**config.mk**
```make
export PLATFORM = sky130hd
export DESIGN_NAME = mic_debug_top
export DESIGN_NICKNAME = d
export VERILOG_FILES = /design/src/source/mic_debug_pkg.sv /design/src/source/i2s_master_rx.sv /design/src/source/peak_reporter.sv /design/src/source/debug_sequencer.sv /design/src/source/uart_tx_arbiter.sv /design/src/source/uart_tx.sv /design/src/source/mic_debug_top.sv
export VERILOG_INCLUDE_DIRS = /design/src /design/src/source
export SDC_FILE = /design/constraint.sdc
export NUM_CORES = 1
export LEC_CHECK = 0
export BUFFER_PORTS_ARGS = -buffer_cell sky130_fd_sc_hd__buf_2
export CORE_MARGIN = 2
export CORE_UTILIZATION = 60
export CTS_CLUSTER_SIZE = 40
export DETAILED_ROUTE_END_ITERATION = 10
export PLACE_DENSITY = 0.81
export SYNTH_ARGS = -nofsm -noshare
export SYNTH_HDL_FRONTEND = slang
export SYNTH_SLANG_ARGS = --single-unit
```
**constraint.sdc**
```tcl
create_clock -name clk -period 7.9 [get_ports clk]
set_input_delay 0 -clock clk [delete_from_list [all_inputs] [get_ports clk]]
set_output_delay 0 -clock clk [all_outputs]
set_load 0.02 [all_outputs]
```
**src/source/mic_debug_config.svh**
```systemverilog
// Constants for the microphone debug front end clocking, blocks and message timing
`ifndef MIC_DEBUG_CONFIG_SVH
`define MIC_DEBUG_CONFIG_SVH

// ------------------------------------------------------------
// I2S microphone
// ------------------------------------------------------------
`define MIC_SCK_HALF_CYCLES 2       // clk cycles per half bit clock
`define MIC_BITS_PER_FRAME  64      // Left plus right slots
`define MIC_SAMPLE_BITS     24      // Audio sample width

// ------------------------------------------------------------
// Peak reporting
// ------------------------------------------------------------
`define PEAK_BLOCK_FRAMES   16      // Frames per peak block
`define PEAK_MARKER         8'h50   // Packet start, ASCII P

// ------------------------------------------------------------
// UART and debug message
// ------------------------------------------------------------
`define UART_CLKS_PER_BIT   8       // clk cycles per serial bit
`define DEBUG_GAP_CYCLES    16      // Idle cycles after each debug byte
`define BTN_SYNC_STAGES     3       // Button synchronizer depth

`endif

```
**src/source/mic_debug_pkg.sv**
```systemverilog
// Shared vector types and sequencer state encoding for the microphone debug front end
`include "mic_debug_config.svh"

package mic_debug_pkg;

    // Signed audio sample, also used for peak magnitudes
    typedef logic signed [`MIC_SAMPLE_BITS-1:0] sample_t;

    typedef logic [7:0] byte_t;     // One UART payload byte
    typedef logic [5:0] led_t;      // Six board LEDs

    // Debug message sequencer
    typedef enum logic [1:0] {
        IDLE,                       // Waiting for button edge
        REQUEST,                    // Byte offered to arbiter
        GAP                         // Pause after a taken byte
    } debug_state_t;

endpackage

```
**src/source/i2s_master_rx.sv**
```systemverilog
// I2S master receiver making bit clock and word select and capturing left samples
`timescale 1ns/1ps
`include "mic_debug_config.svh"

module i2s_master_rx (
    input  logic                  clk,
    input  logic                  resetb,
    input  logic                  sd_i,
    output logic                  sck_o,
    output logic                  ws_o,
    output mic_debug_pkg::sample_t sample_o,
    output logic                  sample_valid_o
);

    localparam int HALF_W  = $clog2(`MIC_SCK_HALF_CYCLES + 1);
    localparam int FRAME_W = $clog2(`MIC_BITS_PER_FRAME);

    localparam logic [HALF_W-1:0]  HALF_LAST = HALF_W'(`MIC_SCK_HALF_CYCLES - 1);
    localparam logic [FRAME_W-1:0] BIT_LAST  = FRAME_W'(`MIC_BITS_PER_FRAME - 1);
    localparam logic [FRAME_W-1:0] RIGHT_POS = FRAME_W'(`MIC_BITS_PER_FRAME / 2);
    localparam logic [FRAME_W-1:0] LSB_POS   = FRAME_W'(`MIC_SAMPLE_BITS);

    logic [HALF_W-1:0]      half_cnt_q;
    logic [FRAME_W-1:0]     bit_cnt_q;      // Falling edges since ws fell
    logic [FRAME_W-1:0]     bit_cnt_nxt;
    logic                   half_end;
    logic                   sck_rise;
    logic                   sck_fall;
    logic                   left_bit;
    logic                   lsb_q;          // LSB just shifted in
    mic_debug_pkg::sample_t shift_q;

    assign half_end    = (half_cnt_q == HALF_LAST);
    assign sck_rise    = half_end & ~sck_o;
    assign sck_fall    = half_end & sck_o;
    assign bit_cnt_nxt = (bit_cnt_q == BIT_LAST) ? '0 : bit_cnt_q + 1'b1;

    // Slot 0 is the one-bit I2S delay, slots 1..24 carry the left sample
    assign left_bit = (bit_cnt_q != '0) && (bit_cnt_q <= LSB_POS);

    // ------------------------------------------------------------
    // Bit clock and word select
    // ------------------------------------------------------------
    always_ff @(posedge clk or negedge resetb) begin
        if (!resetb) begin
            half_cnt_q <= '0;
            sck_o      <= 1'b0;
            ws_o       <= 1'b0;             // Left half first
            bit_cnt_q  <= '0;
        end else begin
            if (half_end) begin
                half_cnt_q <= '0;
                sck_o      <= ~sck_o;
            end else begin
                half_cnt_q <= half_cnt_q + 1'b1;
            end
            if (sck_fall) begin             // ws moves on falling sck only
                bit_cnt_q <= bit_cnt_nxt;
                ws_o      <= (bit_cnt_nxt >= RIGHT_POS);
            end
        end
    end

    // ------------------------------------------------------------
    // Left sample capture
    // ------------------------------------------------------------
    always_ff @(posedge clk) begin
        if (sck_rise && left_bit) begin
            shift_q <= {shift_q[`MIC_SAMPLE_BITS-2:0], sd_i};   // MSB first
        end
    end

    always_ff @(posedge clk or negedge resetb) begin
        if (!resetb) begin
            lsb_q          <= 1'b0;
            sample_valid_o <= 1'b0;
        end else begin
            lsb_q          <= sck_rise && (bit_cnt_q == LSB_POS);
            sample_valid_o <= lsb_q;        // One clk after the LSB edge
        end
    end

    // Held until slot 1 of the next frame
    assign sample_o = shift_q;

endmodule

```
**src/source/peak_reporter.sv**
```systemverilog
// Block peak magnitude tracker with LED display and two-byte UART packet request
`timescale 1ns/1ps
`include "mic_debug_config.svh"

module peak_reporter (
    input  logic                   clk,
    input  logic                   resetb,
    input  logic                   sample_valid_i,
    input  mic_debug_pkg::sample_t sample_i,
    output logic                   req_o,
    output mic_debug_pkg::byte_t   data_o,
    input  logic                   taken_i,
    output mic_debug_pkg::led_t    led_o
);

    localparam int FRAME_W = $clog2(`PEAK_BLOCK_FRAMES);
    localparam logic [FRAME_W-1:0] FRAME_LAST = FRAME_W'(`PEAK_BLOCK_FRAMES - 1);

    localparam mic_debug_pkg::sample_t MOST_NEG = {1'b1, {(`MIC_SAMPLE_BITS-1){1'b0}}};
    localparam mic_debug_pkg::sample_t MAX_POS  = {1'b0, {(`MIC_SAMPLE_BITS-1){1'b1}}};

    mic_debug_pkg::sample_t mag;
    mic_debug_pkg::sample_t max_q;          // Running block maximum
    mic_debug_pkg::sample_t block_max;
    mic_debug_pkg::byte_t   peak_q;
    logic [FRAME_W-1:0]     frame_cnt_q;
    logic                   second_q;       // Marker sent, peak byte next
    logic                   block_end;

    // Absolute value, most negative code saturates
    always_comb begin
        if (sample_i == MOST_NEG) begin
            mag = MAX_POS;
        end else if (sample_i[`MIC_SAMPLE_BITS-1]) begin
            mag = -sample_i;
        end else begin
            mag = sample_i;
        end
    end

    assign block_max = (mag > max_q) ? mag : max_q;
    assign block_end = sample_valid_i && (frame_cnt_q == FRAME_LAST);

    // ------------------------------------------------------------
    // Block tracking and packet request
    // ------------------------------------------------------------
    always_ff @(posedge clk or negedge resetb) begin
        if (!resetb) begin
            max_q       <= '0;
            frame_cnt_q <= '0;
            req_o       <= 1'b0;
            second_q    <= 1'b0;
            led_o       <= '0;
        end else begin
            if (taken_i) begin
                if (second_q) begin         // Packet done
                    req_o    <= 1'b0;
                    second_q <= 1'b0;
                end else begin
                    second_q <= 1'b1;
                end
            end
            if (block_end) begin
                max_q       <= '0;          // Fresh block
                frame_cnt_q <= '0;
                req_o       <= 1'b1;        // Overrides a drop in the same cycle
                led_o       <= block_max[22:17];
            end else if (sample_valid_i) begin
                max_q       <= block_max;
                frame_cnt_q <= frame_cnt_q + 1'b1;
            end
        end
    end

    // Newer peak replaces a pending one
    always_ff @(posedge clk) begin
        if (block_end) begin
            peak_q <= block_max[22:15];
        end
    end

    assign data_o = second_q ? peak_q : `PEAK_MARKER;

endmodule

```
**src/source/debug_sequencer.sv**
```systemverilog
// Button-started sequencer that sends the fixed debug message byte by byte
`timescale 1ns/1ps
`include "mic_debug_config.svh"

module debug_sequencer (
    input  logic                 clk,
    input  logic                 resetb,
    input  logic                 btn_i,
    output logic                 req_o,
    output mic_debug_pkg::byte_t data_o,
    input  logic                 taken_i
);

    localparam int IDX_W = 5;
    localparam int GAP_W = $clog2(`DEBUG_GAP_CYCLES);

    localparam logic [IDX_W-1:0] IDX_LAST   = IDX_W'(22);     // 23 bytes
    localparam logic [IDX_W-1:0] IDX_HEX0   = IDX_W'(5);      // First counted byte
    localparam logic [GAP_W-1:0] GAP_LAST   = GAP_W'(`DEBUG_GAP_CYCLES - 1);

    logic [`BTN_SYNC_STAGES-1:0] btn_sync_q;
    logic                        btn_prev_q;
    logic                        btn_rise;
    logic [IDX_W-1:0]            idx_q;
    logic [GAP_W-1:0]            gap_cnt_q;
    mic_debug_pkg::debug_state_t state_q;

    // ------------------------------------------------------------
    // Button synchronizer and rising edge
    // ------------------------------------------------------------
    always_ff @(posedge clk or negedge resetb) begin
        if (!resetb) begin
            btn_sync_q <= '0;
            btn_prev_q <= 1'b0;
        end else begin
            btn_sync_q <= {btn_sync_q[`BTN_SYNC_STAGES-2:0], btn_i};
            btn_prev_q <= btn_sync_q[`BTN_SYNC_STAGES-1];
        end
    end

    // True low to high only
    assign btn_rise = btn_sync_q[`BTN_SYNC_STAGES-1] & ~btn_prev_q;

    // ------------------------------------------------------------
    // Message FSM
    // ------------------------------------------------------------
    always_ff @(posedge clk or negedge resetb) begin
        if (!resetb) begin
            state_q   <= mic_debug_pkg::IDLE;
            idx_q     <= '0;
            gap_cnt_q <= '0;
        end else begin
            case (state_q)
                mic_debug_pkg::IDLE: begin
                    if (btn_rise) begin
                        state_q <= mic_debug_pkg::REQUEST;
                        idx_q   <= '0;
                    end
                end
                mic_debug_pkg::REQUEST: begin
                    if (taken_i) begin
                        state_q   <= mic_debug_pkg::GAP;
                        gap_cnt_q <= '0;
                    end
                end
                mic_debug_pkg::GAP: begin
                    gap_cnt_q <= gap_cnt_q + 1'b1;
                    if (gap_cnt_q == GAP_LAST) begin
                        if (idx_q == IDX_LAST) begin
                            state_q <= mic_debug_pkg::IDLE;     // Message done
                        end else begin
                            state_q <= mic_debug_pkg::REQUEST;
                            idx_q   <= idx_q + 1'b1;
                        end
                    end
                end
                default: state_q <= mic_debug_pkg::IDLE;
            endcase
        end
    end

    assign req_o = (state_q == mic_debug_pkg::REQUEST);

    // "DBG: ", 0x00 to 0x0F, CR LF
    always_comb begin
        case (idx_q)
            5'd0:    data_o = 8'h44;        // D
            5'd1:    data_o = 8'h42;        // B
            5'd2:    data_o = 8'h47;        // G
            5'd3:    data_o = 8'h3A;        // Colon
            5'd4:    data_o = 8'h20;        // Space
            5'd21:   data_o = 8'h0D;        // CR
            5'd22:   data_o = 8'h0A;        // LF
            default: data_o = mic_debug_pkg::byte_t'(idx_q - IDX_HEX0);
        endcase
    end

endmodule

```
**src/source/uart_tx_arbiter.sv**
```systemverilog
// Two-way arbiter sharing the UART transmitter with packet-long grants
`timescale 1ns/1ps

module uart_tx_arbiter (
    input  logic                 clk,
    input  logic                 resetb,
    input  logic                 peak_req_i,
    input  logic                 dbg_req_i,
    input  mic_debug_pkg::byte_t peak_data_i,
    input  mic_debug_pkg::byte_t dbg_data_i,
    output logic                 peak_taken_o,
    output logic                 dbg_taken_o,
    input  logic                 tx_busy_i,
    output logic                 tx_start_o,
    output mic_debug_pkg::byte_t tx_data_o
);

    logic locked_q;                 // Grant held
    logic owner_dbg_q;              // Holder is the debug sequencer
    logic sel_dbg;
    logic sel_req;

    // Peak reporter wins when free
    assign sel_dbg = locked_q ? owner_dbg_q : ~peak_req_i;
    assign sel_req = sel_dbg ? dbg_req_i : peak_req_i;

    assign tx_start_o   = sel_req & ~tx_busy_i;
    assign tx_data_o    = sel_dbg ? dbg_data_i : peak_data_i;
    assign peak_taken_o = tx_start_o & ~sel_dbg;
    assign dbg_taken_o  = tx_start_o & sel_dbg;

    always_ff @(posedge clk or negedge resetb) begin
        if (!resetb) begin
            locked_q    <= 1'b0;
            owner_dbg_q <= 1'b0;
        end else if (tx_start_o) begin
            locked_q    <= 1'b1;
            owner_dbg_q <= sel_dbg;
        end else if (locked_q && !sel_req) begin
            locked_q    <= 1'b0;    // Holder dropped its request
        end
    end

endmodule

```
**src/source/uart_tx.sv**
```systemverilog
// 8N1 UART transmitter, LSB first, with busy level
`timescale 1ns/1ps
`include "mic_debug_config.svh"

module uart_tx (
    input  logic                 clk,
    input  logic                 resetb,
    input  logic                 start_i,
    input  mic_debug_pkg::byte_t data_i,
    output logic                 busy_o,
    output logic                 tx_o
);

    localparam int CLK_W = $clog2(`UART_CLKS_PER_BIT + 1);
    localparam logic [CLK_W-1:0] CLK_LAST = CLK_W'(`UART_CLKS_PER_BIT - 1);
    localparam logic [3:0]       BIT_STOP = 4'd9;

    logic [CLK_W-1:0] clk_cnt_q;    // Position inside one bit
    logic [3:0]       bit_cnt_q;    // 0 start, 1..8 data, 9 stop
    logic [8:0]       shift_q;      // Data bits then stop bit

    always_ff @(posedge clk or negedge resetb) begin
        if (!resetb) begin
            busy_o    <= 1'b0;
            tx_o      <= 1'b1;      // Line idle
            clk_cnt_q <= '0;
            bit_cnt_q <= '0;
        end else if (!busy_o) begin
            if (start_i) begin
                busy_o    <= 1'b1;
                tx_o      <= 1'b0;  // Start bit
                clk_cnt_q <= '0;
                bit_cnt_q <= '0;
            end
        end else if (clk_cnt_q == CLK_LAST) begin
            clk_cnt_q <= '0;
            if (bit_cnt_q == BIT_STOP) begin
                busy_o <= 1'b0;     // Stop bit complete
            end else begin
                tx_o      <= shift_q[0];
                bit_cnt_q <= bit_cnt_q + 1'b1;
            end
        end else begin
            clk_cnt_q <= clk_cnt_q + 1'b1;
        end
    end

    // Frame payload
    always_ff @(posedge clk) begin
        if (!busy_o && start_i) begin
            shift_q <= {1'b1, data_i};
        end else if (busy_o && clk_cnt_q == CLK_LAST) begin
            shift_q <= {1'b1, shift_q[8:1]};
        end
    end

endmodule

```
**src/source/mic_debug_top.sv**
```systemverilog
// Microphone debug front end top level with I2S capture, peak packets and debug message
`timescale 1ns/1ps

module mic_debug_top (
    input  logic                clk,
    input  logic                resetb,
    input  logic                mic_sd_i,
    input  logic                btn_debug_i,
    output logic                mic_sck_o,
    output logic                mic_ws_o,
    output logic                uart_tx_o,
    output mic_debug_pkg::led_t debug_led_o
);

    mic_debug_pkg::sample_t sample;
    logic                   sample_valid;
    logic                   peak_req;
    logic                   peak_taken;
    mic_debug_pkg::byte_t   peak_data;
    logic                   dbg_req;
    logic                   dbg_taken;
    mic_debug_pkg::byte_t   dbg_data;
    logic                   tx_start;
    logic                   tx_busy;
    mic_debug_pkg::byte_t   tx_data;

    // ------------------------------------------------------------
    // Audio path
    // ------------------------------------------------------------
    i2s_master_rx i_i2s_rx (
        .clk            (clk),
        .resetb         (resetb),
        .sd_i           (mic_sd_i),
        .sck_o          (mic_sck_o),
        .ws_o           (mic_ws_o),
        .sample_o       (sample),
        .sample_valid_o (sample_valid)
    );

    peak_reporter i_peak (
        .clk            (clk),
        .resetb         (resetb),
        .sample_valid_i (sample_valid),
        .sample_i       (sample),
        .req_o          (peak_req),
        .data_o         (peak_data),
        .taken_i        (peak_taken),
        .led_o          (debug_led_o)
    );

    // ------------------------------------------------------------
    // Debug message and shared UART
    // ------------------------------------------------------------
    debug_sequencer i_dbg_seq (
        .clk     (clk),
        .resetb  (resetb),
        .btn_i   (btn_debug_i),
        .req_o   (dbg_req),
        .data_o  (dbg_data),
        .taken_i (dbg_taken)
    );

    uart_tx_arbiter i_arb (
        .clk          (clk),
        .resetb       (resetb),
        .peak_req_i   (peak_req),
        .dbg_req_i    (dbg_req),
        .peak_data_i  (peak_data),
        .dbg_data_i   (dbg_data),
        .peak_taken_o (peak_taken),
        .dbg_taken_o  (dbg_taken),
        .tx_busy_i    (tx_busy),
        .tx_start_o   (tx_start),
        .tx_data_o    (tx_data)
    );

    uart_tx i_uart_tx (
        .clk     (clk),
        .resetb  (resetb),
        .start_i (tx_start),
        .data_i  (tx_data),
        .busy_o  (tx_busy),
        .tx_o    (uart_tx_o)
    );

endmodule

```
# Yosys cells after proc, flatten, opt, wreduce, memory -nomap -nowiden
# Index checks and enable logic that the tools add are counted.
[word_totals]
ff_bits = 115
in_bits = 4
elab_cells = 145
[op_classes]
add_sub_neg = 9
order_cmp = 3
eq_ne = 22
n_mux = 47
n_bitwise = 11
reduce_logical = 27
[ops]
columns = ["op", "count"]
rows = [
  ["two-way mux 24 bit", 5],
  ["case mux 8 bit (7 select lines)", 1],
  ["two-way mux 4 bit", 9],
  ["two-way mux 8 bit", 4],
  ["== test 24 bit, second input constant", 1],
  ["> comparator 24 bit", 1],
  ["negator 24 bit", 1],
  ["nonzero test 2 bit", 9],
  ["two-way mux 1 bit", 17],
  ["adder 4 x 1 -> 4 bit, second input constant", 4],
  ["two-way mux 5 bit", 3],
  ["== test 4 bit, second input constant", 3],
  ["== test 5 x 2 -> 1 bit, second input constant", 2],
  ["== test 5 bit, second input constant", 2],
  ["case mux 5 bit (2 select lines)", 1],
  ["two-way mux 2 bit", 4],
  ["!= test 2 bit, second input constant", 4],
  ["case mux 4 bit (2 select lines)", 1],
  ["logical AND 1 bit", 7],
  ["adder 6 x 1 -> 6 bit, second input constant", 1],
  ["bitwise AND 1 bit", 6],
  ["== test 6 x 5 -> 1 bit, second input constant", 1],
  ["== test 6 bit, second input constant", 1],
  ["greater-or-equal comparator 6 bit, second input constant", 1],
  ["20 further kinds", 30],
]

# Longest topological paths before layout
[logic_depth]
ltp_word = 7
depth_mapped = 18
ltp_nobuf = 16

# Cells and area by module
# Synthesis repeated with hierarchy kept, for this count alone.
[unflattened]
hier_cells = 619
area_unflattened_um2 = 6540.0
[modules_own_cells]
columns = ["mod", "n_inst", "cells_per_inst", "area_each_um2", "seq_area_each_um2"]
rows = [
  ["peak_reporter", 1, 331, 3106.7, 1141.1],
  ["i2s_master_rx", 1, 73, 1248.7, 996.0],
  ["debug_sequencer", 1, 120, 1058.5, 375.4],
  ["uart_tx", 1, 67, 877.1, 491.7],
  ["uart_tx_arbiter", 1, 28, 249.0, 50.0],
]

# Worst setup path before layout
# OpenSTA, ideal clock, no wires.
[synth_path]
path_kind = "register to register"
start = "reg i_i2s_rx.shift_q[14] (netlist: i_i2s_rx.sample_o[14])"
end = "reg i_peak.peak_q[2] (data pin)"
setup_ns = 0.266
arrival_ns = 4.130
required_ns = 7.634
setup_slack_ns = 3.504
stages_incl_launch_ff = 16
path_buffers = 2
path_cell_list = "edfxtp_1 > or4_1 > or4_4 > or3_4 > o31ai_4 > mux2i_1 > ha_1 > nand4_1 > nor2_1 > a21oi_1 > o211ai_1 > nor3_1 > or2_2 > clkbuf_1 > clkbuf_1 > o21ai_0"
[synth_via]
elab_chain_cells = 5
[synth_lines]
columns = ["element", "line_no", "rtl"]
rows = [
  ["from (decl)", "i2s_master_rx.sv:31", "mic_debug_pkg::sample_t shift_q;"],
  ["from (signal assigned)", "i2s_master_rx.sv:69", "shift_q <= {shift_q[`MIC_SAMPLE_BITS-2:0], sd_i};"],
  ["negator 24 bit", "peak_reporter.sv:35", "mag = -sample_i;"],
  ["two-way mux 24 bit", "peak_reporter.sv:34", "end else if (sample_i[`MIC_SAMPLE_BITS-1]) begin"],
  ["two-way mux 24 bit *", "peak_reporter.sv:32", "if (sample_i == MOST_NEG) begin"],
  ["> comparator 24 bit", "peak_reporter.sv:41", "assign block_max = (mag > max_q) ? mag : max_q;"],
  ["two-way mux 24 bit *", "peak_reporter.sv:41", ""],
  ["net i_peak.block_max[17]", "peak_reporter.sv:24", "mic_debug_pkg::sample_t block_max;"],
  ["to (signal assigned)", "peak_reporter.sv:78", "peak_q <= block_max[22:15];"],
  ["to (decl)", "peak_reporter.sv:25", "mic_debug_pkg::byte_t peak_q;"],
]
# The timed path passes the listed nets; every way through them passes the cells marked *. The select of a mux whose other input is x is not followed.
# A chain may end at the register's enable or synchronous reset.

# Worst setup path after layout
[layout_path]
start = "reg i_i2s_rx.shift_q[14] (netlist: i_i2s_rx.sample_o[14])"
end = "reg i_peak.peak_q[1] (data pin)"
# Same word-level chain as after synthesis.

==> out/results.ini <==
[global_route]
use_met2_pct=41.1
antenna_found_initial=0
grt_pass1_wl_mm=22.5
top_usage_layer=met2
grt-ovfl-total=0
globalRouteMet1Util_pct=31.5
grt_max_degree=76
met3_usage_pct=6.26
grt_pass1_vias=4893
groute.usage.overall_pct=25.1

[power_and_ir_drop]
p_sw_w=0.000366
power_density_mw_per_mm2=217
pwr-share-seq_pct=45.5
power.internal_w=0.00118
switching_share_pct=23.8
clkPwrFrac_pct=46.7
peakVddDrop_v=0.000162
combPwrFrac_pct=7.8
leakage_nw=2.94

[min_path]
hp-class=in2reg
whs_path_depth=2
hold_path_end=i_dbg_seq.btn_sync_q[0]
worstHoldStart=btn_debug_i

[synthesis]
yosysSeqAreaShare_pct=48.4
synth_top_area_share_pct=29.1
yosysTopAreaCell=dfrtp_1
synth_area_leaders=dfrtp_1, edfxtp_1, ha_1
synthCells=650
ys_ff_latch=115
syn_area_mm2=0.00636
synth_cell_types=58
synthFlopType=dfrtp_1
yosys_warnings=0
avgSynthCellArea_um2=9.79
synth_edf_count=40
synth_async_sr_flop_share_pct=65.2
synth.net_count=691

[detailed_routing]
drt_pre_antenna_iters=5
vias=4850
drtAntennaViolNets=0
remaining_drc_errors=0
wl_per_cell_um=16.0
first_iter_violations=437
routed_wl_mm=12.9
via_per_inst=6.00

[flow_run]
cap_violations=0

[sta]
fin_ws_ns=2.52
clock_skew_ns=0.0149
relSlewSlack_pct=20.0
maxSlewViolCount=0
fmax_ghz=0.186
rsz0062_at_grt=false
whs_ns=0.109
final.period_utilization_pct=68.1
period_minus_slack_ns=5.38
setup_violations=0
worstMarginPinSlew_ns=1.19
tns_ns=0
hold_viol_final=0

[clock_network]
clock_sinks=115
cts_tree=built
cts_setup_buffers=0
cts_buffers=17
cts_buffer_depth=2
cts.clk_slew.worst_paths_ns=0.05
clk_latency_ns=0.53
clock-root-buffer=clkbuf_8
htreeDepth=4

[floorplan]
chipHeight_um=107
ioPinCount=13
die_area_mm2=0.0114
rows=37
core_mm2=0.0103
die_w_um=107
initial_core_util_pct=61.7

[setup_path]
crit_path_end_kind=register
arrival_ns=5.65
cpPeakStageDelay_ns=0.99
reg2regPathDepth=13
cp.required_ns=8.17
r2r_start=i_i2s_rx.sample_o[14]
critPathTopFamily=simple AND/OR/NAND/NOR gates
cp-start-kind=register
r2r-end=i_peak.peak_q[1]
crit_type=reg2reg
critPathMaxFanout=14
reg2reg_slack_ns=2.52
path_cells=or4_1, or4_4, or3_4, o31ai_4, mux2i_1, ha_1, nand4_1, nor2_1, a21oi_1, o211ai_1, nor3_1, or2_2, mux2_2
worst-path-buf-inv=0
slowest_stage=nor3_1

[layout]
stdcell_area_mm2=0.00711
fin_nets=701
fillers=768
finalCoreUtilization_pct=68.8
mostFrequentLayoutCell=nand2_1
drive_gt1_share_pct=10.4
layout_common_cells=nand2_1, dfrtp_1, o21ai_0
n_antenna_cell=0
area_growth_pct=11.6

[run_status]
status=finished, final reports clean

[placement]
port_buffers=12
dp_slack_ns=2.56
dpl.hpwl_mm=8.78
gp_congestion=0.874
place_area_mm2=0.00652

[cells in the mapped netlist, types with 3 or more instances]
master / n
a211oi_1: 5
a21oi_1: 24
a31o_2: 7
a31oi_1: 6
and3_1: 3
buf_2: 3
clkbuf_1: 22
dfrtp_1: 74
edfxtp_1: 40
ha_1: 37
inv_1: 38
mux2_2: 4
mux2i_1: 18
nand2_1: 106
nand2b_1: 10
nand3_1: 10
nand3b_1: 3
nand4_1: 13
nor2_1: 40
nor2b_1: 11
nor3_1: 16
nor4_1: 7
o211ai_1: 14
o21ai_0: 49
o31ai_1: 11
o32ai_1: 6
or2_2: 4
or3_1: 6
xnor2_1: 9
xor2_1: 19
[power by group through the flow]
stage	sequential (W)	combinational (W)	clock (W)
6_report	0.000701	0.000120	0.000721
2_1_floorplan	0.000704	0.0000844	0
3_3_place_gp	0.000707	0.000109	0
5_1_grt	0.000708	0.000140	0.000759
3_5_place_dp	0.000710	0.000119	0
4_1_cts	0.000700	0.000122	0.000735
[kinds of logic after synthesis]
kind of cell,synth area share [%]
compound gates,15.0
xor+xnor,3.85
fa+ha+maj,7.27
buf+inv,4.01
flops,48.4
mux,3.54
simple gates,18.0
[what timing repair did]
| item | CTS | global route |
|---|---|---|
| hold endpoints to repair | 76 | 0 |
| endpoints found under the setup margin | 0 | 0 |
| resized for setup | 0 | 0 |
| hold buffers | 3 | 0 |
[flip-flops by register name, indices dropped and copies added (netlist names), 4 cells and up]
| signal | count |
|---|---|
| i_i2s_rx.sample_o | 24 |
| i_peak.max_q | 24 |
| i_peak.peak_q | 8 |
| i_uart_tx.shift_q | 8 |
| i_i2s_rx.bit_cnt_q | 6 |
| i_peak.led_o | 6 |
| i_dbg_seq.idx_q | 5 |
| i_dbg_seq.gap_cnt_q | 4 |
| i_peak.frame_cnt_q | 4 |
| i_uart_tx.bit_cnt_q | 4 |
| i_uart_tx.clk_cnt_q | 4 |
[how the worst max path moves through the flow]
stage / to / cells after the start / slack [ns] / startpoint
floorplan: i_peak.peak_q[2] / 15 / 3.50 / i_i2s_rx.sample_o[14]
global placement: i_peak.peak_q[1] / 13 / 2.70 / i_i2s_rx.sample_o[14]
detailed placement: i_peak.peak_q[1] / 13 / 2.56 / i_i2s_rx.sample_o[14]
CTS: i_peak.peak_q[1] / 13 / 2.56 / i_i2s_rx.sample_o[14]
global route: i_peak.peak_q[0] / 13 / 2.08 / i_i2s_rx.sample_o[14]
finish: i_peak.peak_q[1] / 13 / 2.52 / i_i2s_rx.sample_o[14]
[metrics by stage]
step,instances,power [W]
2_1_floorplan,650,0.000788
3_3_place_gp,774,0.000817
3_5_place_dp,774,0.000829
4_1_cts,809,0.00156
5_1_grt,809,0.00161
6_report,809,0.00154
[layer usage]
metal,part of all wire [%],up-vias,wire [um]
met4,2.5,0,327
met5,0,-,0
li1,-,2357,-
met2,50,133,6510
met1,43,2328,5600
met3,3.8,32,496
[area by class of cell]
cell class	instances	area, um^2	share of cell area (%)
clock buffers	21	449	6.32
clock inverters	11	110	1.55
inverters	39	146	2.06
multi-input cells	469	3040	42.7
flip-flops and latches	115	3080	43.3
well taps	136	170	2.39
repair buffers	18	115	1.62
Note: power is estimated with default switching activity, not from simulation.
